===== config.mk =====
export PLATFORM = sky130hd
export DESIGN_NAME = lane_steer
export DESIGN_NICKNAME = d
export VERILOG_FILES = /design/src/source/lsu_pkg.sv /design/src/source/lane_steer.sv
export SDC_FILE = /design/constraint.sdc
export NUM_CORES = 1
export LEC_CHECK = 0
export ABC_CLOCK_PERIOD_IN_PS = 5400
export BUFFER_PORTS_ARGS = -buffer_cell sky130_fd_sc_hd__buf_2
export CAP_MARGIN = 20
export CORE_AREA = 2 2 77 79
export DETAILED_ROUTE_END_ITERATION = 8
export DIE_AREA = 0 0 79 81
export PLACE_DENSITY = 0.79
export SETUP_SLACK_MARGIN = 0.02
export SYNTH_ARGS = -nofsm -noshare
export SYNTH_HDL_FRONTEND = slang
export SYNTH_SLANG_ARGS = --single-unit
export TNS_END_PERCENT = 20

===== constraint.sdc =====
create_clock -name vclk -period 5.4
set_clock_uncertainty 0.2 [all_clocks]
set_input_delay 1.08 -clock vclk [all_inputs]
set_output_delay 1.08 -clock vclk [all_outputs]
set_load 0.01 [all_outputs]

===== src/source/lsu_pkg.sv =====
package lsu_pkg;

  // access width of a load or store.
  typedef enum logic [1:0] {
    size_byte = 2'd0,
    size_half = 2'd1,
    size_word = 2'd2
  } access_size_t;

  // one load/store request as issued by the core.
  typedef struct packed {
    logic         write; // 1 = store.
    logic         sext;  // sign-extend narrow loads.
    access_size_t size;
    logic [31:0]  addr;  // byte address.
    logic [31:0]  data;  // store data, low aligned.
  } lsu_req_t;

  // completion seen by the core, all fields valid with done.
  typedef struct packed {
    logic        done;
    logic        error;
    logic [31:0] data;
  } lsu_rsp_t;

endpackage


===== src/source/lane_steer.sv =====
module lane_steer import lsu_pkg::*; (
  input  lsu_req_t    req,
  input  logic [31:0] rdata_raw,
  output logic [29:0] word_addr,
  output logic [31:0] wdata,
  output logic [3:0]  wstrb,
  output logic        misaligned,
  output logic [31:0] load_data
);

  logic [1:0]  offset;
  logic [31:0] lane;

  assign offset    = req.addr[1:0];
  assign word_addr = req.addr[31:2];

  // store data moves up to its byte lane.
  assign wdata = req.data << {offset, 3'b000};

  always_comb begin
    case (req.size)
      size_byte: wstrb = 4'b0001 << offset;
      size_half: wstrb = 4'b0011 << offset;
      default:   wstrb = 4'b1111;
    endcase
  end

  always_comb begin
    case (req.size)
      size_half: misaligned = offset[0];
      size_word: misaligned = (offset != 2'd0);
      default:   misaligned = 1'b0; // bytes fit anywhere.
    endcase
  end

  // addressed lane lands at bit 0.
  assign lane = rdata_raw >> {offset, 3'b000};

  always_comb begin
    case (req.size)
      size_byte: begin
        if (req.sext) begin
          load_data = {{24{lane[7]}}, lane[7:0]};
        end else begin
          load_data = {24'b0, lane[7:0]};
        end
      end
      size_half: begin
        if (req.sext) begin
          load_data = {{16{lane[15]}}, lane[15:0]};
        end else begin
          load_data = {16'b0, lane[15:0]};
        end
      end
      default: load_data = rdata_raw;
    endcase
  end

endmodule


==> results.json <==
{
  "synth_largest_area_cell": "mux2i_1",
  "cpPeakStageDelay_ns": 0.44,
  "peakVddDrop_mv": 0.0532,
  "syn_nets": 346,
  "total_power_mw": 0.214,
  "wire_per_inst_um": 14.6,
  "area_growth_pct": 29.3,
  "dp_slack_ns": 1.17,
  "setup_viol": 0,
  "crit_top_cell": "buf_2",
  "yosys_warnings": 0,
  "cp.required_ns": 4.12,
  "die_area_um2": 6400,
  "drc": 0,
  "wirelength_um": 5970,
  "cp_max_fo": 14,
  "fin_crit_ns": 4.25,
  "start_kind": "primary input",
  "diodes": 0,
  "synth.most_common_cell": "buf_4",
  "hold_viol_final": 0,
  "regArea_um2": 0,
  "yosys.cell_types.count": 29,
  "seq_cells": 0,
  "pin_count": 199,
  "period_share": 0.787,
  "grt_max_degree": 53,
  "cts_resized": 0,
  "post_cts_buffers": 0,
  "io_buffers": 138,
  "synth_top_family_by_area": "compound AO/OA/AOI/OAI gates",
  "outcome": "finished, final reports clean",
  "hold_buffers": 0,
  "grt_usage": 0.162,
  "seq_area_frac_synth": 0,
  "yosys-top-cells-count": "buf_4, nor2_1, mux2i_1",
  "p_per_area_nw_per_um2": 103,
  "hp-class": "in -> out",
  "antenna_found_initial": 0,
  "yosys.area_share.simple": 0.202,
  "rsz0062_at_grt": "no",
  "first_pass_iters": 5,
  "row_count": 28,
  "max_freq_mhz": 235,
  "synthMuxAreaShare": 0.163,
  "worstMarginPinSlew_ns": 0.852,
  "drt_iter0_drc": 84,
  "syn_area_um2": 1600,
  "core_um2": 5680,
  "end_kind": "output port",
  "timing_worst_setup_path_type": "in -> out",
  "drv_slew": 0,
  "p_leak_nw": 1.19,
  "synth_area_leaders": "mux2i_1, buf_4, a21o_1, a21oi_1, nor2_1",
  "synthAdderAreaFrac": 0.0235,
  "clkbuf_count": 0,
  "synth_xor_area_frac": 0,
  "slew_headroom": 0.432,
  "avgSynthCellArea_um2": 6.58,
  "fill_cells": 636,
  "post-dp-hpwl_um": 4770,
  "setup_tns_ns": 0,
  "dieWidth_um": 79,
  "drive_gt1_frac": 0.461,
  "synth_top_area_share": 0.163,
  "overflow": 0,
  "cp_cell_sequence": "buf_2 -> inv_1 -> ha_1 -> buf_4 -> or2_1 -> o21ai_2 -> a222oi_1 -> o21ai_1 -> buf_2",
  "via_per_inst": 5.17,
  "die_h_um": 81,
  "place_congestion": 0.787,
  "fin_nets": 439,
  "syn-instance-count": 243,
  "worst_path_max_delay_cell": "a222oi_1",
  "vias": 2115,
  "max-cap-violations": 0,
  "start_util": 0.282,
  "grt_first_pass_wirelength_um": 8610,
  "worstPathArrival_ns": 2.97,
  "setup_ws_ns": 1.15,
  "synth_compound_area_frac": 0.384,
  "grt_pass1_vias": 1769,
  "ant_nets": 0
}
## path summary, 6_finish.rpt
kind / start / endpoint / cells past startpoint
worst min-delay path: req[47] / word_addr[13] / 0
worst max-delay path: req[65] / load_data[13] / 9
## placed cells by master, fill, tap and decap left out, types with 7 or more instances in the layout
cell      count
a222oi_1      7
o21ai_0      17
mux2i_1      26
nor2b_1       9
nand2_1      21
and2_1        9
buf_2       138
nor2_1       28
a211oi_1      9
a21oi_1      22
o221a_2       7
a21o_1       16
## cell type report
type / instances / area [um2] / share of cell area
Multi-Input combinational cell: 187 / 1230 / 0.597
Inverter: 5 / 18.8 / 0.00907
Timing Repair Buffer: 142 / 721 / 0.348
Tap cell: 75 / 93.8 / 0.0454
## logic make-up (layout without fill, tap and decap cells)
family | Yosys count | in the layout
buffers and inverters | 56 | 147
AND/OR/NAND/NOR | 71 | 71
adder cells (fa/ha/maj) | 3 | 3
multiplexers | 26 | 26
AO/OA/AOI/OAI | 87 | 87
## routing by layer
metal,share of wire,vias to the layer above,track usage
li1,-,1030,-
met1,0.40,948,0.186
met2,0.51,131,0.334
met3,0.085,6,0.0200
met4,0.0033,0,0.00690
met5,0,-,0
## power by group
group	internal (mW)	switching (mW)	total (mW)	leakage (nW)
logic	0.0960	0.118	0.214	1.19
clock network	0	0	0	0
registers	0	0	0	0
total	0.0960	0.118	0.214	1.19
## worst max-delay path: cells and delay by family
family	cells	cell delay [ns]
adder cells (fa/ha/maj)	1	0.15
AND/OR/NAND/NOR	1	0.42
buffers and inverters	4	0.53
AO/OA/AOI/OAI	3	0.79
## metrics by stage
step / area (um2) / util / hold slack, ns / std cells
after floorplan: 1600 / - / 2.05 / 243
after global routing: 2070 / 0.364 / 1.96 / 409
final: 2070 / 0.364 / 1.96 / 409
after CTS: 2070 / 0.364 / 1.96 / 409
after detailed placement: 2070 / 0.364 / 1.96 / 409
after global placement: 2070 / 0.364 / 1.96 / 409
Power figures use the tool's default switching activity.
