==> config.mk <==
export PLATFORM = sky130hd
export DESIGN_NAME = wait_state_regs
export DESIGN_NICKNAME = d
export VERILOG_FILES = /design/src/source/bus_pkg.sv /design/src/source/wait_state_regs.sv
export SDC_FILE = /design/constraint.sdc
export NUM_CORES = 1
export LEC_CHECK = 0
export ABC_CLOCK_PERIOD_IN_PS = 800
export BUFFER_PORTS_ARGS = -buffer_cell sky130_fd_sc_hd__buf_2
export CAP_MARGIN = 20
export CORE_AREA = 2 2 39 41
export DETAILED_ROUTE_END_ITERATION = 8
export DIE_AREA = 0 0 41 43
export GPL_ROUTABILITY_DRIVEN = 0
export PLACE_DENSITY_LB_ADDON = 0.15
export SYNTH_ARGS = -nofsm -noshare
export SYNTH_HDL_FRONTEND = slang
export SYNTH_SLANG_ARGS = --single-unit
==> constraint.sdc <==
create_clock -name clk -period 0.8 [get_ports clk]
set_clock_uncertainty 0.1 [all_clocks]
set_input_delay 0.12 -clock clk [delete_from_list [all_inputs] [get_ports clk]]
set_output_delay 0.12 -clock clk [all_outputs]
set_load 0.02 [all_outputs]
==> src/source/bus_pkg.sv <==
package bus_pkg;

  typedef enum logic {
    bus_okay  = 1'b0,
    bus_error = 1'b1
  } bus_resp_t;

  // read address channel, word granular.
  typedef struct packed {
    logic        valid;
    logic [29:0] addr;
  } ar_chan_t;

  // write address channel.
  typedef struct packed {
    logic        valid;
    logic [29:0] addr;
  } aw_chan_t;

  typedef struct packed {
    logic        valid;
    logic [31:0] data;
    logic [3:0]  strb; // one bit per byte lane.
  } w_chan_t;

  typedef struct packed {
    logic        valid;
    bus_resp_t   resp;
    logic [31:0] data;
  } r_chan_t;

  typedef struct packed {
    logic      valid;
    bus_resp_t resp;
  } b_chan_t;

  // slave response delays in cycles.
  typedef struct packed {
    logic [3:0] rd_wait;
    logic [3:0] wr_wait;
  } wait_cfg_t;

endpackage

==> src/source/wait_state_regs.sv <==
module wait_state_regs import bus_pkg::*; (
  input  logic      clk,
  input  logic      rst,
  input  logic      cfg_wen,
  input  wait_cfg_t cfg_data,
  output wait_cfg_t wait_cfg
);

  // both counts load together, effective next cycle.
  always_ff @(posedge clk) begin
    if (rst) begin
      wait_cfg <= '0;
    end else if (cfg_wen) begin
      wait_cfg <= cfg_data;
    end
  end

endmodule

==> results of run 1 <==
[cell type report]
class	instances	area (um2)
fill	150	921
sequential	8	170
timing repair buffer	18	140
multi-input combinational	16	110
clock buffer	3	22.5
tap	16	20.0
[cell usage after synthesis, drive strengths merged]
cell / instances / area, um2
mux2i: 8 / 80.1
nor2: 8 / 30.0
buf: 2 / 15.0
dfxtp: 8 / 160
[power by group]
| part | switching, mW | leakage, nW | internal, mW |
|---|---|---|---|
| sequential | 0.0156 | 0.0689 | 0.428 |
| combinational | 0.0715 | 0.150 | 0.0829 |
| clock | 0.125 | 0.0138 | 0.171 |
[cells by family after synthesis]
group	count (synthesis)	synth area share [%]
buf+inv	2	5.26
mux	8	28.1
flops	8	56.1
simple gates	8	10.5
[metal layers]
metal	up-vias	wire length, um	GRT usage, %
li1	123	-	-
met1	102	272	10.3
met2	11	289	10.6
met3	2	52	3.14
met4	0	4	6.00
met5	-	0	0
[final timing paths]
kind,from,endpoint,slack [ps],depth (start not counted)
worst min-delay path,cfg_data[3],wait_cfg[3],9,3
worst max register to register,wait_cfg[1],wait_cfg[1],90,2
worst min register to register,wait_cfg[7],wait_cfg[7],400,2
worst max-delay path,wait_cfg[3],wait_cfg[3],-110,1
[through the flow]
step | cell area (um2) | instances
floorplan | 285 | 26
global placement | 380 | 58
detailed placement | 380 | 58
CTS | 463 | 61
global route | 463 | 61
finish | 463 | 61
==> results summary, run 1 <==
The die area came out at 1760 um2. The number of buffers inserted during clock tree synthesis is 3. The cell family contributing the most delay on the critical path is flip-flops.

The overall fraction of global-route tracks in use is 8.14%. The top cell types in the final layout, fill and taps aside, are 10 x sky130_fd_sc_hd__buf_2, 8 x sky130_fd_sc_hd__mux2i_1, 8 x sky130_fd_sc_hd__nor2_1, 8 x sky130_fd_sc_hd__buf_6, 8 x sky130_fd_sc_hd__dfxtp_2. The remaining number of nets flagged by the antenna check after routing is 0. The die is 41 um wide. Traced cell by cell, the critical path runs through buf_6. The wire length of the first global-routing pass came out at 938 um. The final setup violation count is 8.

The total power per unit cell area is 1930 nW/um2. The die is 43 um tall. The later-pin clock latency in the skew report is 250 ps. The number of buffers inserted by port buffering is 18.

The total number of vias is 238. The hold violation count in the final report is 0. For this run the aggregate overflow at the end of global routing stands at 0. The floorplan has 14 rows.

The H-tree depth reported by CTS came out at 1. The starting utilization of the core area is 20.6%. The post-route clock period utilization is 114%. The synthesis-to-layout area growth is 62.3%. The share of synthesized area occupied by flip-flops and latches came out at 56.1%. The pin count of the biggest net entering global routing is 9. The core box area is 1380 um2. The final setup slack of the worst path came out at -111 ps. The final cell utilization of the core came out at 33.5%. TritonCTS built the clock tree. The top-level I/O count is 19. wait_cfg holds more flip-flops than any other register.

The slew of the pin with the lowest slew margin came out at 243 ps. The stage delay of the slowest cell on the critical path is 330 ps. The reported leakage power is 0.233 nW. Across the run, the number of max-cap violations was 0. The worst max-slew margin expressed relative to the limit is 83.8%. The number of buffers inserted for hold repair after clock tree synthesis is 0.

The pre-CTS setup slack is -56.8 ps. The standard cell with the maximum stage delay on the critical path is sky130_fd_sc_hd__dfxtp_2. Clock tree synthesis found a total of 8 sinks. The number of gates resized after CTS came out at 24. The number of flip-flops in the largest register came out at 8. The netlist area before placement came out at 285 um2. Static timing analysis puts the maximum clock frequency at 1100 MHz. The final layout contains 58 nets. The clock-pin transition on the worst setup and hold timing paths is 50 ps. The overall power came out at 893 uW. The number of global-route vias before repair came to 240. The minimum period implied by the final worst setup slack is 911 ps.

The worst hold slack after final layout came out at 9.35 ps. The flow ran to the end, but the final reports show violations. The critical path is of the register to output port type. The commonest non-fill, non-tap cell in the layout is sky130_fd_sc_hd__buf_2. Synthesis produced 26 cells. The endpoint arrival time on the critical path came out at 690 ps.

The largest registers in the layout are wait_cfg: 8 flops. The setup total negative slack is -848 ps. The post-synthesis cell type count is 5.

Using the TritonRoute via totals, the vias-per-cell ratio works out to 3.90. The total wire length after detailed routing is 618 um. The net count of the mapped netlist came out at 37. The count of antenna diodes in the layout came out at 0. The required arrival time at the worst endpoint came out at 580 ps. The checks that failed: setup timing. The average wire per standard cell came out at 10.1 um. In this run the deepest clock path goes through 2 buffers.

The total number of yosys warnings came out at 0. The buffer type at the clock tree root is sky130_fd_sc_hd__clkbuf_4. The iteration count of the initial detailed-routing pass is 2.

The synthesized area per cell came out at 11.0 um2. The worst setup path is captured at an output port. Counting both buffers and inverters, the worst setup path holds a total of 1.

The startpoint kind of the worst setup timing path is a register. The flip-flop and latch count after synthesis came out at 8. The peak supply drop is 0.743 mV. The final-report max-slew violation count was 0. In this run the post-CTS setup repair buffer count came out at 0. Setup repair after global routing could not meet its margin everywhere.

The number of violations reported at the end of detailed-routing iteration 0 came out at 2. The number of antenna violations at the first check in global routing is 0. The largest fanout on the critical path is 2. The post-route DRC violation count came out at 0. The worst hold path belongs to the class input port to register.

The share of layout cells above drive strength 1 is 64.4%.
Power figures use the tool's default switching activity.
==> run 2, diff against run 1 <==
- ABC_CLOCK_PERIOD_IN_PS: 800 -> 1130
- clock period: 0.8 -> 1.13 ns (I/O delays scaled with it)
==> run 2 against run 1 <==
  * The flow now finishes without violations
  * Largest power group unchanged
  * Clock power is 29% lower
  * Sequential power is 31% lower
  * Non-clock buffer count stayed put
  * Sequential share of layout area is 3.0 points higher
  * Final area is 13% lower
  * Utilization is 4.3 points lower
  * Clock-buffer cell count stayed put
  * Critical endpoint is now wait_cfg[0]
  * Power is 32% lower
  * Flip-flop and latch count stayed put
  * Largest cell class unchanged
==> results summary, run 2 (synthesis gave the netlist of run 1 again) <==
The run finished with clean final reports. From synthesis to final layout, the design area changed by 41.2%. The die is 43 um tall. Setup slack closes at 126 ps. The peak supply drop is 0.504 mV. Summing all flip-flop and latch instances after layout gives 160 um2. The final instance area came out at 403 um2. The worst setup path is captured at an output port.

The number of buffers inserted by port buffering is 18. In the final routed layout, each cell accounts on average for 9.98 um. The stage delay of the slowest cell on the critical path came out at 330 ps.

The starting utilization of the core area is 20.6%. The launch instance of the worst register-to-register path is wait_cfg[5]. TritonCTS built the clock tree. The total wire length after detailed routing came out at 609 um. On the critical path, the stage with the largest delay is an instance of sky130_fd_sc_hd__dfxtp_1.

Gates resized during post-CTS repair numbered 0. The required arrival time at the worst endpoint came out at 860 ps. The register-to-register setup slack is 440 ps. In the final layout, the share of cells above drive strength 1 is 46.7%. In this run, placement finished with an instance count of 58. The post-layout net count is 58. The portion of total power attributed to sequential cells came out at 50.6%.

Leaving out fill and tap cells, the most frequent cells in the layout are 18 x sky130_fd_sc_hd__buf_2, 8 x sky130_fd_sc_hd__mux2i_1, 8 x sky130_fd_sc_hd__nor2_1, 8 x sky130_fd_sc_hd__dfxtp_1, 3 x sky130_fd_sc_hd__clkbuf_4. In this run the critical register-to-register path is captured at wait_cfg[5]. Walking the worst path, the cells encountered are buf_2. The worst setup path is of the register to output port kind. The filler cells instantiated in the layout total 151. The worst hold path belongs to the class input port to register. Clock-pin slew was measured on the worst setup and hold paths at 50 ps. The completed layout was analyzed and its total power is 606 uW. The first TritonRoute pass finished after 2 iterations. The largest fanout on the critical path came out at 2. The maximum operating frequency came out at 996 MHz. STA classifies the critical path startpoint as a register. The remaining number of nets flagged by the antenna check after routing is 0. The reported leakage power came out at 0.221 nW. The worst hold slack after final layout came out at 61.5 ps. The core box area is 1380 um2. The overall fraction of global-route tracks in use is 7.64%. The portion of total power attributed to combinational logic came out at 14.9%. The repair_antennas step left the layout with diodes totalling 0. The final-report max-slew violation count came out at 0. The non-filler instance count after layout is 61. Following the worst setup path forward leads to its endpoint at wait_cfg[0]. The count of cell instances traversed by the critical path is 1. The minimum period implied by the final worst setup slack is 1000 ps. For this block, the initial DRC count from the detailed router was 3. The post-route DRC violation count is 0. The total power per unit cell area came out at 1500 nW/um2. Buffers inserted to repair hold after CTS numbered 0. The setup fix buffers added after clock tree synthesis is 0. The pin count of the biggest net entering global routing is 9. Row generation in the floorplan step produced 14 rows.

The worst path buffer plus inverter count came out at 1. The maximum buffer depth of the clock tree is 2. The hold violation count in the final report is 0. The post-route clock period utilization is 88.8%. In the final layout, the registers with the most flip-flops are wait_cfg: 8 flops. The top-level I/O count came out at 19. Headroom to the max-slew limit came out at 83.5%. The endpoint arrival time on the critical path came out at 730 ps. The timing startpoint of the critical path is wait_cfg[0].

More flip-flops sit in one register than any other, and that register is wait_cfg. For the final routed database, the setup TNS stands at 0 ps. The number of flip-flops in the largest register is 8. The wire length of the first global-routing pass is 869 um. Setup repair after global routing left no endpoint under its margin. In the final layout, the multi-input gates occupy 110 um2. The area of placed instances is 380 um2.

The mean number of vias per cell is 3.87. The number of maximum-capacitance violations is 0. CTS built an H-tree with a depth of 1. The net switching component of the power came out at 146 uW. The die area came out at 1760 um2. The number of buffers inserted during clock tree synthesis came out at 3. The internal portion of total power is 460 uW. The total clock sinks is 8. The number of global-route vias before repair came out at 211.

The pre-CTS setup slack came out at 224 ps. The final cell utilization of the core came out at 29.1%. In this run the horizontal extent of the chip is 41 um.

The total overflow reported by the global router came out at 0. Clock tree synthesis selected as its root buffer the cell sky130_fd_sc_hd__clkbuf_4. The slew of the pin with the lowest slew margin came out at 248 ps. The clock reaches the later pin of the worst-skew pair after 240 ps.

The number of antenna violations at the first check in global routing came out at 0. The final setup violation count came out at 0. The switching share of power came out at 24.1%.

The total number of vias is 236. The logic depth of the worst register-to-register path came out at 2. The library cell used most frequently in the layout, excluding fill and tap cells, is sky130_fd_sc_hd__buf_2. The number of cells on the worst hold path is 3. The part of the power in the clock network is 34.5%. The cell family contributing the most delay on the critical path is flip-flops.
run 2: final cells by class:
type,count,area share [%]
tap,16,4.97
multi-input combinational,16,27.3
timing repair buffer,18,22.4
sequential,8,39.8
clock buffer,3,5.59
run 2: layer usage:
metal,wire (um),track usage (%),vias to the layer above
met3,53,3.14,2
met2,262,9.69,11
li1,-,-,122
met1,289,9.68,101
met5,0,0,-
met4,4,6.00,0
run 2: worst min path at each step:
stage	startpoint	endpoint	slack, ps
3_3_place_gp	cfg_data[2]	wait_cfg[2]	300
3_5_place_dp	cfg_data[3]	wait_cfg[3]	320
5_1_grt	cfg_data[0]	wait_cfg[0]	70
2_1_floorplan	cfg_data[0]	wait_cfg[0]	220
4_1_cts	cfg_data[3]	wait_cfg[3]	60
6_report	cfg_data[3]	wait_cfg[3]	60
run 2: power groups by stage:
stage / clock, mW / combinational (mW) / sequential, mW
final: 0.209 / 0.0903 / 0.307
after global routing: 0.233 / 0.0979 / 0.307
after CTS: 0.220 / 0.0915 / 0.306
after detailed placement: 0 / 0.0913 / 0.312
after global placement: 0 / 0.0889 / 0.311
after floorplan: 0 / 0.0358 / 0.334
==> run 3, diff against run 2 <==
- ABC_AREA: default -> 1
==> run 3 against run 2 <==
  * Critical endpoint is now wait_cfg[6]
  * Sequential share of layout area down 4.3 points
  * Critical path depth unchanged
  * Largest power group unchanged
  * Clock power up 5%
  * Synthesized cell count up 96%
  * Hold slack better by 41 ps
  * Critical path type unchanged
  * Cell count up 41%
  * Combinational power up 21%
  * Utilization up 3.5 points
==> results summary, run 3 <==
The run finished with clean final reports. The post-route DRC violation count came out at 0. Cells fill 32.6% of the core in the end. In the layout the commonest cells are 18 x sky130_fd_sc_hd__buf_2, 15 x sky130_fd_sc_hd__nor2_1, 15 x sky130_fd_sc_hd__nand2_1. The worst hold path begins at cfg_data[7]. Setup repair after global routing left no endpoint under its margin. The slew of the pin with the lowest slew margin came out at 275 ps. In the synthesized netlist, the cells that appear most often are 15 x sky130_fd_sc_hd__nand2_1, 15 x sky130_fd_sc_hd__nor2_1, 9 x sky130_fd_sc_hd__inv_1.

The analysis attributes to cell leakage a power of 0.281 nW. In the final layout, the registers with the most flip-flops are wait_cfg: 8 flops. Of all nets on the critical path, the largest fanout is 2. The starting utilization of the core area came out at 24.7%. The critical path goes through buf_2.

Counting both buffers and inverters, the worst setup path holds a total of 1. The total number of yosys warnings is 0. The worst setup path is captured at an output port.

In this run the worst hold path is classified as input port to register. In this run the critical register-to-register path is captured at wait_cfg[6]. The y dimension of the die is 43 um.

In this run the number of H-tree levels came out at 1. The mean number of vias per cell is 3.77. In this run the tool buffered the top-level ports with 18 buffer cells.

The worst max-slew margin expressed relative to the limit is 81.7%. The commonest non-fill, non-tap cell in the layout is sky130_fd_sc_hd__buf_2. The logic depth of the worst register-to-register path came out at 2. When the netlist entered floorplanning its net count stood at 62.

Broken down by cell family, the worst path's largest delay share belongs to flip-flops. The number of cells on the worst hold path came out at 5. The maximum operating frequency is 986 MHz.

In this design, the stage delay of the slowest critical-path cell is 330 ps. The proportion of synthesized flip-flops having asynchronous set or reset is 0%. The setup total negative slack is 0 ps.

Wires add up to 651 um. The final setup violation count came out at 0. Yosys mapped a number of flops with a built-in enable equal to 0. The worst setup path is launched from a register.

The number of instances in the synthesized netlist came out at 51. The synthesized design contains 8 register bits. The startpoint identified for the worst register-to-register timing path is wait_cfg[6]. In the final layout, the share of cells above drive strength 1 is 32.9%. The post-layout net count is 83. The synthesized design spends more area on one cell type than any other, namely sky130_fd_sc_hd__dfxtp_1. wait_cfg holds more flip-flops than any other register.

TritonCTS built the clock tree. The core box area is 1380 um2. The cell row count came out at 14. The total power per unit cell area is 1420 nW/um2. In this run the mean area of a mapped cell was 6.70 um2.

The post-route clock period utilization is 89.8%. The register-to-register setup slack came out at 470 ps. The later-pin clock latency in the skew report came out at 250 ps. The count of nets left with antenna violations once routing finished came out at 0. The peak supply drop came out at 0.666 mV. Post-CTS timing repair inserted 0 buffers for setup. The iteration count of the initial detailed-routing pass is 2. The wire length of the first global-routing pass came out at 1.01 mm. The area fraction of the dominant cell type after synthesis is 46.9%. The longest clock path from root to sink contains 2 buffers.

The number of buffers inserted during clock tree synthesis is 3. The synthesis-to-layout area growth is 32.2%. The clock-pin transition on the worst setup and hold timing paths is 50 ps. The standard cell with the maximum stage delay on the critical path is sky130_fd_sc_hd__dfxtp_1. Detailed placement finished with a half-perimeter wire length of 458 um. In the final routed layout, each cell accounts on average for 7.57 um.

The overall power is 640 uW. The tree built by TritonCTS fans out to 8 sinks. The hold violation count in the final report came out at 0. The number of antenna violations at the first check in global routing is 0.

The mapped netlist covers 342 um2. STA puts the critical path data required time at 860 ps. The critical path is of the register to output port type.

The number of maximum-capacitance violations came out at 0. The final-report max-slew violation count came out at 0. The path with the worst hold slack has its endpoint at wait_cfg[7].

The flip-flop cell with the highest count after synthesis is sky130_fd_sc_hd__dfxtp_1. The total number of vias came out at 324. The number of violations reported at the end of detailed-routing iteration 0 is 1. The buffer type at the clock tree root is sky130_fd_sc_hd__clkbuf_4. Sorting the synthesized cells by area gives the leading types as sky130_fd_sc_hd__dfxtp_1 47%, sky130_fd_sc_hd__nand2_1 16%, sky130_fd_sc_hd__nor2_1 16%. The register with the most flip-flops in the layout has 8 of them. After synthesis, flip-flops and latches occupy 46.9% of the total area.

0 antenna diodes ended up in the layout. The post-synthesis cell type count is 7. Entering global routing, the biggest net connects 17 pins. The number of buffers inserted for hold repair after clock tree synthesis came out at 0. The minimum period implied by the final worst setup slack is 1010 ps. The top-level I/O count came out at 19.

The number of global-route vias before repair was 239. The die area came out at 1760 um2. At the worst endpoint, the arrival time is 740 ps. The overall fraction of global-route tracks in use is 9.53%.

The die boundary width came out at 41 um. The total overflow left after global routing is 0. Once the clock tree was built, the resizer swapped 0 gates to a different size.
[run 3: cell type report]
class | instances | area (um2)
flip-flops and latches | 8 | 160
well taps | 16 | 20.0
multi-input cells | 32 | 125
clock buffers | 3 | 22.5
fillers | 161 | 932
inverters | 9 | 33.8
repair buffers | 18 | 90.1
[run 3: worst max path at each step]
| stage | from | end | depth (start not counted) |
|---|---|---|---|
| final | wait_cfg[6] | wait_cfg[6] | 1 |
| after global routing | wait_cfg[0] | wait_cfg[0] | 1 |
| after CTS | wait_cfg[0] | wait_cfg[0] | 1 |
| after detailed placement | cfg_wen | wait_cfg[1] | 4 |
| after global placement | cfg_wen | wait_cfg[6] | 4 |
| after floorplan | cfg_wen | wait_cfg[6] | 4 |
[run 3: cell families (layout without fill, tap and decap cells)]
kind of cell	after synthesis	after routing	synth area share [%]
AND/OR/NAND/NOR	32	32	36.6
flip-flops	8	8	46.9
buffers and inverters	11	30	16.5
[run 3: report_power, final]
part | switching [mW] | internal [mW] | total [mW]
Clock | 0.0988 | 0.122 | 0.220
Combinational | 0.0664 | 0.0426 | 0.109
Sequential | 0.00831 | 0.302 | 0.310
Total | 0.173 | 0.466 | 0.640
[run 3: stage by stage]
stage | hold slack, ps | setup WS [ps] | cells | area, um2
final | 102 | 116 | 86 | 452
after global routing | 95.1 | 54.4 | 86 | 452
after CTS | 93.5 | 98.6 | 86 | 452
after detailed placement | 362 | 291 | 83 | 429
after global placement | 359 | 303 | 83 | 429
after floorplan | 258 | 356 | 51 | 342
[run 3: routing by layer]
metal | wire length (um) | vias up | GRT usage [%] | share of wire, %
li1 | - | 185 | - | -
met1 | 300 | 122 | 10.9 | 46
met2 | 269 | 15 | 10.6 | 41
met3 | 71 | 2 | 7.85 | 11
met4 | 10 | 0 | 8.00 | 1.5
met5 | 0 | - | 0 | 0
