[config.mk]
export PLATFORM = sky130hd
export DESIGN_NAME = lsu_fsm
export DESIGN_NICKNAME = d
export VERILOG_FILES = /design/src/source/lsu_pkg.sv /design/src/source/bus_pkg.sv /design/src/source/lsu_fsm.sv
export SDC_FILE = /design/constraint.sdc
export NUM_CORES = 1
export LEC_CHECK = 0
export ABC_CLOCK_PERIOD_IN_PS = 14900
export BUFFER_PORTS_ARGS = -buffer_cell sky130_fd_sc_hd__clkbuf_2
export CORE_AREA = 2 2 134 136
export DETAILED_ROUTE_END_ITERATION = 10
export DIE_AREA = 0 0 136 138
export PLACE_DENSITY_LB_ADDON = 0.3
export SLEW_MARGIN = 20
export SYNTH_ARGS = -nofsm -noshare
export SYNTH_HDL_FRONTEND = slang
export SYNTH_SLANG_ARGS = --single-unit
[constraint.sdc]
create_clock -name clk -period 14.9 [get_ports clk]
set_input_delay 2.98 -clock clk [delete_from_list [all_inputs] [get_ports clk]]
set_output_delay 2.98 -clock clk [all_outputs]
set_load 0.01 [all_outputs]
[src/source/lsu_pkg.sv]
package lsu_pkg;

  // access width of a load or store.
  typedef enum logic [1:0] {
    size_byte = 2'd0,
    size_half = 2'd1,
    size_word = 2'd2
  } access_size_t;

  // one load/store request as issued by the core.
  typedef struct packed {
    logic         write; // 1 = store.
    logic         sext;  // sign-extend narrow loads.
    access_size_t size;
    logic [31:0]  addr;  // byte address.
    logic [31:0]  data;  // store data, low aligned.
  } lsu_req_t;

  // completion seen by the core, all fields valid with done.
  typedef struct packed {
    logic        done;
    logic        error;
    logic [31:0] data;
  } lsu_rsp_t;

endpackage

[src/source/bus_pkg.sv]
package bus_pkg;

  typedef enum logic {
    bus_okay  = 1'b0,
    bus_error = 1'b1
  } bus_resp_t;

  // read address channel, word granular.
  typedef struct packed {
    logic        valid;
    logic [29:0] addr;
  } ar_chan_t;

  // write address channel.
  typedef struct packed {
    logic        valid;
    logic [29:0] addr;
  } aw_chan_t;

  typedef struct packed {
    logic        valid;
    logic [31:0] data;
    logic [3:0]  strb; // one bit per byte lane.
  } w_chan_t;

  typedef struct packed {
    logic        valid;
    bus_resp_t   resp;
    logic [31:0] data;
  } r_chan_t;

  typedef struct packed {
    logic      valid;
    bus_resp_t resp;
  } b_chan_t;

  // slave response delays in cycles.
  typedef struct packed {
    logic [3:0] rd_wait;
    logic [3:0] wr_wait;
  } wait_cfg_t;

endpackage

[src/source/lsu_fsm.sv]
module lsu_fsm import lsu_pkg::*, bus_pkg::*; (
  input  logic        clk,
  input  logic        rst,
  input  logic        req,
  input  lsu_req_t    req_data,
  input  logic        misaligned,
  input  logic [31:0] load_data,
  input  logic        arready,
  input  logic        awready,
  input  logic        wready,
  input  r_chan_t     r,
  input  b_chan_t     b,
  output logic        busy,
  output lsu_req_t    held_req,
  output ar_chan_t    ar,
  output aw_chan_t    aw,
  output w_chan_t     w,
  output logic        rready,
  output logic        bready,
  output lsu_rsp_t    rsp
);

  typedef enum logic [2:0] {
    st_idle,
    st_rd_addr,
    st_rd_data,
    st_wr_addr,
    st_wr_data,
    st_wr_resp,
    st_finish
  } state_t;

  state_t      state;
  logic        ar_valid;
  logic        aw_valid;
  logic        w_valid;
  logic        done_q;
  logic        error_q;
  logic [31:0] data_q;

  assign busy = (state != st_idle);

  // only the handshake comes from here, payload is steered at the top.
  assign ar  = '{valid: ar_valid, addr: '0};
  assign aw  = '{valid: aw_valid, addr: '0};
  assign w   = '{valid: w_valid, data: '0, strb: '0};
  assign rsp = '{done: done_q, error: error_q, data: data_q};

  always_ff @(posedge clk) begin
    if (rst) begin
      state    <= st_idle;
      ar_valid <= 1'b0;
      aw_valid <= 1'b0;
      w_valid  <= 1'b0;
      rready   <= 1'b0;
      bready   <= 1'b0;
      done_q   <= 1'b0;
      error_q  <= 1'b0;
    end else begin
      case (state)
        st_idle: begin
          if (req) begin
            held_req <= req_data;
            state    <= req_data.write ? st_wr_addr : st_rd_addr;
          end
        end
        st_rd_addr: begin
          if (!ar_valid) begin
            // first cycle, alignment of the held request is known now.
            if (misaligned) begin
              done_q  <= 1'b1;
              error_q <= 1'b1;
              data_q  <= '0;
              state   <= st_finish;
            end else begin
              ar_valid <= 1'b1;
            end
          end else if (arready) begin
            ar_valid <= 1'b0;
            rready   <= 1'b1;
            state    <= st_rd_data;
          end
        end
        st_rd_data: begin
          if (r.valid && rready) begin
            rready  <= 1'b0;
            done_q  <= 1'b1;
            error_q <= (r.resp == bus_error);
            data_q  <= load_data;
            state   <= st_finish;
          end
        end
        st_wr_addr: begin
          if (!aw_valid) begin
            if (misaligned) begin
              done_q  <= 1'b1;
              error_q <= 1'b1;
              data_q  <= '0;
              state   <= st_finish;
            end else begin
              aw_valid <= 1'b1;
            end
          end else if (awready) begin
            aw_valid <= 1'b0;
            w_valid  <= 1'b1;
            state    <= st_wr_data;
          end
        end
        st_wr_data: begin
          if (w_valid && wready) begin
            w_valid <= 1'b0;
            bready  <= 1'b1;
            state   <= st_wr_resp;
          end
        end
        st_wr_resp: begin
          if (b.valid && bready) begin
            bready  <= 1'b0;
            done_q  <= 1'b1;
            error_q <= (b.resp == bus_error);
            data_q  <= '0;
            state   <= st_finish;
          end
        end
        default: begin
          done_q  <= 1'b0; // done is a single pulse.
          error_q <= 1'b0;
          state   <= st_idle;
        end
      endcase
    end
  end

endmodule

==> tab_implementation.tex, run 1 <==
\begin{tabular}{lr}
\hline
Metric & Value \\
\hline
\multicolumn{2}{l}{\textbf{Hold path}} \\
\quad Hold Path Origin & done\_q \\
\quad Worst hold path class & reg -> reg \\
\multicolumn{2}{l}{\textbf{Setup path}} \\
\quad Peak fanout along the critical path & 25 \\
\quad Beginning of the worst register-to-register path & state[1] \\
\quad Critical path start-end classification & reg -> out \\
\quad Critical path arrival & 1.58 ns \\
\quad Crit path capture type & primary output \\
\quad Crit. Startpoint & state[1] \\
\quad Required time at the worst-slack endpoint & 11.92 ns \\
\quad Nature of the critical path startpoint & flop \\
\multicolumn{2}{l}{\textbf{Detailed routing}} \\
\quad Initial detailed-routing violation count & 98 \\
\quad Routed Antenna Nets & 0 \\
\quad Final Routed Wirelength & 10600 µm \\
\quad Per-cell routed wire length & around 14 µm \\
\quad Pre-antenna DRT Iters & 4 \\
\quad Post-DR vias/cell & 3.88 \\
\quad Vias after detailed routing & 2989 \\
\quad DR DRC count & 0 \\
\multicolumn{2}{l}{\textbf{Global routing}} \\
\quad Vias in the first global route & 2791 \\
\quad Global-route wire length before repair & 15400 µm \\
\quad Overall Global Routing Usage & a little over a tenth \\
\quad Antenna violations before repair & 0 \\
\quad Grt ovf & 0 \\
\quad Maximum number of pins on one net before global-route repair & 69 \\
\multicolumn{2}{l}{\textbf{Power and ir drop}} \\
\quad Power per cell area & 146 mW/mm² \\
\quad Clock network power share & 28.3\% \\
\quad Net Sw Power & 271 µW \\
\quad Combinational cell fraction of total power & 21.6\% \\
\quad Switch share & between 30\% and 40\% \\
\quad LEAKAGE & between 0.002 and 0.003 µW \\
\quad Internal power summed over all cells & 596 µW \\
\quad Share of power burned in registers & 50.1\% \\
\quad Peak supply drop & 53.2 µV \\
\multicolumn{2}{l}{\textbf{STA}} \\
\quad Worst Slack Setup Final & 10.34 ns \\
\quad Worst max-slew margin expressed relative to the limit & 43.5\% \\
\quad Sum of negative setup slack & 0 ns \\
\quad Final worst clock skew & 0.0106 ns \\
\quad Transition at the pin with the smallest max-transition slack & 0.847 ns \\
\quad Peak clock frequency supported by timing & between 200 and 250 MHz \\
\quad Ratio of final minimum period to clock period & about 30\% \\
\quad Setup repair after global routing missed its margin & false \\
\quad Hold Violations, Final & 0 \\
\quad Minimum clock period after layout & 4.56 ns \\
\quad Final setup violation count & 0 \\
\quad Fin. max-slew vios & 0 \\
\multicolumn{2}{l}{\textbf{Status}} \\
\quad Result of the run & complete, no violations \\
\multicolumn{2}{l}{\textbf{Clocking}} \\
\quad Total clock buffers created by CTS & 9 \\
\quad Post-cts gate resize count & 0 \\
\quad TritonCTS clock tree & yes \\
\quad Clock sink count & 110 \\
\quad Buffer levels on the longest clock path & 2 \\
\quad Clock slew at reported path FFs & 0.08 ns \\
\quad Setup repair bufs after CTS & 0 \\
\quad Cell at the root of the clock tree & sky130\_fd\_sc\_hd\_\_clkbuf\_16 \\
\quad Htree depth & 3 \\
\quad Number of buffers inserted by hold repair at cts & 0 \\
\quad Clock latency at the later pin of the worst-skew pair & 0.36 ns \\
\multicolumn{2}{l}{\textbf{Yosys}} \\
\quad Yosys warning total & 0 \\
\quad Sequential area share after synthesis & between 60\% and 70\% \\
\quad Post-synth top area share & 64.6\% \\
\quad Count of distinct cell types in the synthesized netlist & 42 \\
\quad Synth area leader & sky130\_fd\_sc\_hd\_\_edfxtp\_1 \\
\quad Fraction of synthesis flops using an asynchronous set or reset pin & 0\% \\
\quad Number of enable flip-flop cells after synthesis & 100 \\
\quad Mapped Area & roughly 0.0046 mm² \\
\quad Register bit total from synthesis & 110 \\
\quad Post-synthesis area per instance & 14.5 µm² \\
\quad Top flip-flop cell by instance count after synthesis & sky130\_fd\_sc\_hd\_\_edfxtp\_1 \\
\quad Dominant cells by area after synthesis & sky130\_fd\_sc\_hd\_\_edfxtp\_1 (65\%), sky130\_fd\_sc\_hd\_\_buf\_4 (16\%), sky130\_fd\_sc\_hd\_\_and2\_1 (4.3\%), sky130\_fd\_sc\_hd\_\_dfxtp\_1 (4.3\%), sky130\_fd\_sc\_hd\_\_clkbuf\_1 (0.57\%) \\
\quad Synth Instances & 320 \\
\multicolumn{2}{l}{\textbf{Cells and area}} \\
\quad Non-filler cells, final & slightly below 800 \\
\quad Final cell area excluding filler cells & 0.00592 mm² \\
\quad Layout Nets & 679 \\
\quad Area added between synthesis and finish & 27.4\% \\
\quad Fraction of final layout cells sized beyond drive strength 1 & 45.1\% \\
\quad Diode count & 0 \\
\multicolumn{2}{l}{\textbf{Placed design}} \\
\quad Cell Count Post-Placement & 754 \\
\quad Global placement routability congestion & 0.745 \\
\quad Detailed-placement wirelength estimate & a little over 8000 µm \\
\quad Placed inst area & approximately 0.0056 mm² \\
\quad IO Port Bufs & 218 \\
\quad Pre-CTS WS & 10.06 ns \\
\multicolumn{2}{l}{\textbf{Die}} \\
\quad Site Rows & 49 \\
\quad Total I/O pin count & 347 \\
\quad Core outline area & 0.0175 mm² \\
\quad Starting density of the core & approximately a quarter \\
\quad Die Y & 138 µm \\
\quad Die width & 136 µm \\
\quad Die area & 0.0188 mm² \\
\multicolumn{2}{l}{\textbf{Run}} \\
\quad Max capacitance violation total & 0 \\
\hline
\end{tabular}
-- cells in the mapped netlist, types with 4 or more instances --
master                     count
sky130_fd_sc_hd__nor3_1        5
sky130_fd_sc_hd__clkbuf_1      7
sky130_fd_sc_hd__nand2_1       6
sky130_fd_sc_hd__inv_1         4
sky130_fd_sc_hd__buf_4       101
sky130_fd_sc_hd__nor2_1        6
sky130_fd_sc_hd__edfxtp_1    100
sky130_fd_sc_hd__dfxtp_1      10
sky130_fd_sc_hd__and2_1       32
sky130_fd_sc_hd__a21oi_1       4
-- routing by layer --
| metal | vias up | part of all wire, % | global-route usage, % |
|---|---|---|---|
| met5 | - | 0 | 0 |
| met4 | 0 | 2.2 | 4.71 |
| met3 | 17 | 13 | 4.18 |
| met2 | 224 | 48 | 18.7 |
| met1 | 1371 | 36 | 11.4 |
| li1 | 1377 | - | - |
-- worst max-delay path, stage by stage, from the launching register on --
cell and delay [ns]:
sky130_fd_sc_hd__dfxtp_1 0.83, sky130_fd_sc_hd__or3_1 0.25, sky130_fd_sc_hd__clkbuf_2 0.15
-- power groups by stage --
stage          Sequential [µW]  Clock (µW)  Combinational [µW]
6_report                   434         245                 187
5_1_grt                    441         266                 209
4_1_cts                    435         254                 192
3_5_place_dp               442           0                 191
3_3_place_gp               440           0                 189
2_1_floorplan              456           0                 118
-- through the flow --
stage                     total power [µW]  util [%]  hold slack (ns)
final                                  867      33.8            0.477
after global routing                   916      33.8            0.512
after CTS                              881      33.8            0.479
after detailed placement               633      32.0            0.466
after global placement                 630      32.0            0.462
after floorplan                        573         -            0.435
-- path summary, 6_finish.rpt --
check / to / slack, ns / cells past startpoint
max reg2reg: data_q[5] / 12.20 / 6
min: done_q / 0.48 / 2
max: busy / 10.34 / 2
min reg2reg: done_q / 0.48 / 2
-- layout by cell type (no fill, tap or decap), types with 3 or more instances in the layout --
master                      instances
sky130_fd_sc_hd__clkbuf_2         218
sky130_fd_sc_hd__buf_4              3
sky130_fd_sc_hd__a21oi_1            4
sky130_fd_sc_hd__a31oi_1            3
sky130_fd_sc_hd__and2_1            32
sky130_fd_sc_hd__nor2_1             6
sky130_fd_sc_hd__dfxtp_1           10
sky130_fd_sc_hd__nand2_1            6
sky130_fd_sc_hd__clkbuf_16          9
sky130_fd_sc_hd__nor3_1             3
sky130_fd_sc_hd__nor3b_1            3
sky130_fd_sc_hd__a211oi_1           3
sky130_fd_sc_hd__nor2b_1            3
sky130_fd_sc_hd__inv_1              4
sky130_fd_sc_hd__edfxtp_1         100
sky130_fd_sc_hd__conb_1            96
-- area by class of cell --
type	count	area, µm²
clock buffers	9	225
clock inverters	7	81.3
fillers	1813	11600
inverters	4	15.0
multi-input cells	190	997
flip-flops and latches	110	3200
well taps	229	287
repair buffers	221	1110
-- registers in the layout, indices dropped and copies added (netlist names) --
name      flops
ar_valid      1
aw_valid      1
bready        1
data_q       32
done_q        1
error_q       1
held_req     68
rready        1
state         3
w_valid       1
-- kinds of logic after synthesis --
logic type	after synthesis	synth area share [%]
compound gates	29	4.87
buf+inv	115	17.5
flops	110	68.9
mux	1	0.215
other cells	1	0.0807
simple gates	64	8.40
Power figures use the tool's default switching activity.
==> run 2, diff against run 1 <==
--- a/config.mk
+++ b/config.mk
@@ -5,11 +5,11 @@
 export SDC_FILE = /design/constraint.sdc
 export NUM_CORES = 1
 export LEC_CHECK = 0
-export ABC_CLOCK_PERIOD_IN_PS = 14900
+export ABC_CLOCK_PERIOD_IN_PS = 3800
 export BUFFER_PORTS_ARGS = -buffer_cell sky130_fd_sc_hd__clkbuf_2
-export CORE_AREA = 2 2 134 136
+export CORE_AREA = 2 2 135 137
 export DETAILED_ROUTE_END_ITERATION = 10
-export DIE_AREA = 0 0 136 138
+export DIE_AREA = 0 0 137 139
 export PLACE_DENSITY_LB_ADDON = 0.3
 export SLEW_MARGIN = 20
 export SYNTH_ARGS = -nofsm -noshare
==> constraint.sdc (replaced) <==
create_clock -name clk -period 3.8 [get_ports clk]
set_input_delay 0.76 -clock clk [delete_from_list [all_inputs] [get_ports clk]]
set_output_delay 0.76 -clock clk [all_outputs]
set_load 0.01 [all_outputs]
==> run 2 against run 1 <==
  * Count of clock-buffer cells in the layout unchanged
  * Sequential cell count unchanged
  * Sequential share of layout area decreased by 0.11 points
  * Non-clock buffer count unchanged
  * Critical path type is now reg -> reg
  * Critical endpoint is now data_q[9]
  * Largest cell class unchanged
==> tab_implementation.tex, run 2 (synthesis results as in run 1) <==
\begin{tabular}{lr}
\hline
Metric & Value \\
\hline
\multicolumn{2}{l}{\textbf{Power and ir drop}} \\
\quad Power per cell area & 573 mW/mm² \\
\quad LEAKAGE & $\sim$0.0026 µW \\
\quad Share of power burned in registers & 50.0\% \\
\quad Net Sw Power & 1060 µW \\
\quad Combinational cell fraction of total power & 22.0\% \\
\quad Peak supply drop & 194 µV \\
\quad Internal power summed over all cells & 2340 µW \\
\quad Sum of internal, switching and leakage power & 3400 µW \\
\quad Switch share & 31.2\% \\
\quad Clock network power share & 28.0\% \\
\multicolumn{2}{l}{\textbf{Detailed routing}} \\
\quad Final Routed Wirelength & 11000 µm \\
\quad Pre-antenna DRT Iters & 4 \\
\quad Vias after detailed routing & 3023 \\
\quad Post-DR vias/cell & slightly below 4 \\
\quad DR DRC count & 0 \\
\quad Routed Antenna Nets & 0 \\
\quad Initial detailed-routing violation count & 209 \\
\quad Per-cell routed wire length & 14.3 µm \\
\multicolumn{2}{l}{\textbf{STA}} \\
\quad Hold Violations, Final & 0 \\
\quad Final setup violation count & 0 \\
\quad Sum of negative setup slack & 0 ns \\
\quad Worst max-slew margin expressed relative to the limit & 42.8\% \\
\quad Transition at the pin with the smallest max-transition slack & 0.858 ns \\
\quad Minimum clock period after layout & $\sim$2.7 ns \\
\quad Fin. max-slew vios & 0 \\
\quad Setup repair after global routing missed its margin & false \\
\quad Final worst clock skew & 0.0116 ns \\
\quad Ratio of final minimum period to clock period & a little under three quarters \\
\quad Peak clock frequency supported by timing & 366 MHz \\
\multicolumn{2}{l}{\textbf{Run}} \\
\quad Max capacitance violation total & 0 \\
\multicolumn{2}{l}{\textbf{Global routing}} \\
\quad GR Layer Usage met2 & approximately a fifth \\
\quad Overall Global Routing Usage & 11.0\% \\
\quad Layer carrying the most global-route usage & met2 \\
\quad GRT met3 Usage & 4.64\% \\
\quad Antenna violations before repair & 1 \\
\quad Maximum number of pins on one net before global-route repair & 69 \\
\quad Grt ovf & 0 \\
\quad GR Layer Usage met1 & 11.5\% \\
\quad Vias in the first global route & 2740 \\
\quad Global-route wire length before repair & 15700 µm \\
\multicolumn{2}{l}{\textbf{Die}} \\
\quad Core outline area & 0.0177 mm² \\
\quad Starting density of the core & 26.3\% \\
\quad Site Rows & 49 \\
\quad Die area & 0.0190 mm² \\
\quad Total I/O pin count & 347 \\
\quad Die Y & about 140 µm \\
\quad Die width & approximately 140 µm \\
\multicolumn{2}{l}{\textbf{Setup path}} \\
\quad Maximum single-stage delay on the critical path & 0.81 ns \\
\quad Critical path arrival & 2.73 ns \\
\quad Cell type of the slowest stage on the worst timing path & sky130\_fd\_sc\_hd\_\_dfxtp\_1 \\
\quad Critical path start-end classification & reg -> reg \\
\quad Peak fanout along the critical path & 32 \\
\quad Nature of the critical path startpoint & flop \\
\quad Crit path capture type & flop \\
\quad Critical path cell sequence & and3b\_1 -> a22oi\_2 -> o221ai\_1 -> nor3\_4 -> buf\_4 \\
\quad Required time at the worst-slack endpoint & 3.80 ns \\
\multicolumn{2}{l}{\textbf{Cells and area}} \\
\quad Regs by FF count & held\_req: 68 flops, data\_q: 32 flops, state: 3 flops \\
\quad Fraction of final layout cells sized beyond drive strength 1 & a little under half \\
\quad Highest-count cells in the layout ignoring fill and taps & sky130\_fd\_sc\_hd\_\_clkbuf\_2 (218), sky130\_fd\_sc\_hd\_\_edfxtp\_1 (100), sky130\_fd\_sc\_hd\_\_conb\_1 (96) \\
\quad Non-filler cells, final & just under 800 \\
\quad Largest reg by FF count & held\_req \\
\quad Area added between synthesis and finish & 27.7\% \\
\quad Fin util & 33.6\% \\
\quad Most frequent standard cell in the layout excluding fill and tap cells & sky130\_fd\_sc\_hd\_\_clkbuf\_2 \\
\quad Number of flip-flops under the largest register name & 68 \\
\quad Layout Nets & 679 \\
\quad Diode count & 0 \\
\multicolumn{2}{l}{\textbf{Clocking}} \\
\quad Total clock buffers created by CTS & 9 \\
\quad Clock latency at the later pin of the worst-skew pair & 0.35 ns \\
\quad Number of buffers inserted by hold repair at cts & 0 \\
\quad Cell at the root of the clock tree & sky130\_fd\_sc\_hd\_\_clkbuf\_16 \\
\quad Post-cts gate resize count & 0 \\
\quad Clock sink count & 110 \\
\quad Htree depth & 3 \\
\quad Clock slew at reported path FFs & 0.08 ns \\
\quad TritonCTS clock tree & yes \\
\quad Buffer levels on the longest clock path & 2 \\
\quad Setup repair bufs after CTS & 0 \\
\multicolumn{2}{l}{\textbf{Status}} \\
\quad Result of the run & complete, no violations \\
\multicolumn{2}{l}{\textbf{Placed design}} \\
\quad Cell Count Post-Placement & about 750 \\
\quad Detailed-placement wirelength estimate & 8550 µm \\
\quad IO Port Bufs & 218 \\
\quad Global placement routability congestion & 0.785 \\
\multicolumn{2}{l}{\textbf{Hold path}} \\
\quad Worst hold path class & reg -> reg \\
\hline
\end{tabular}
-- run 2: changes by cell type in the layout (fill, tap and decap cells not counted) --
cell | before | now
sky130_fd_sc_hd__nor3_4 | 0 | 2
sky130_fd_sc_hd__nor3_2 | 2 | 0
-- run 2: through the flow --
step	hold WS [ns]	cell area, µm²	setup slack (ns)
final	0.477	5930	1.07
after global routing	0.522	5930	0.877
after CTS	0.479	5930	1.06
after detailed placement	0.463	5630	1.07
after global placement	0.460	5630	1.13
after floorplan	0.435	5020	0.618
-- run 2: final timing paths --
kind	from	to	slack [ns]	cells past startpoint
setup / recovery	state[1]	data_q[9]	1.07	5
hold / removal	done_q	done_q	0.48	2
hold reg to reg	done_q	done_q	0.48	2
setup reg to reg	state[1]	data_q[9]	1.07	5
-- run 2: routing by layer --
metal | wire length, µm | part of all wire [%]
met5 | 15 | 0.14
met4 | 125 | 1.1
met3 | 1530 | 14
met2 | 5500 | 50
met1 | 3830 | 35
-- run 2: area by class of cell --
| class | count | area, µm² |
|---|---|---|
| tap | 229 | 287 |
| fill | 1823 | 11700 |
| clock buffer | 9 | 225 |
| timing repair buffer | 221 | 1110 |
| multi-input combinational | 190 | 1010 |
| clock inverter | 7 | 81.3 |
| inverter | 4 | 15.0 |
| sequential | 110 | 3200 |
-- run 2: power groups by stage --
| stage | sequential (µW) | combinational [µW] | clock (µW) |
|---|---|---|---|
| detailed placement | 1730 | 769 | 0 |
| global route | 1730 | 832 | 1040 |
| finish | 1700 | 749 | 952 |
| global placement | 1730 | 753 | 0 |
| CTS | 1710 | 770 | 996 |
| floorplan | 1770 | 470 | 0 |
-- run 2: critical path, delay by kind of cell (launching register included) --
| kind | cells | cell delay (ns) |
|---|---|---|
| AND/OR/NAND/NOR | 2 | 0.54 |
| AO/OA/AOI/OAI | 2 | 0.58 |
| flip-flops | 1 | 0.81 |
| buffers and inverters | 1 | 0.41 |
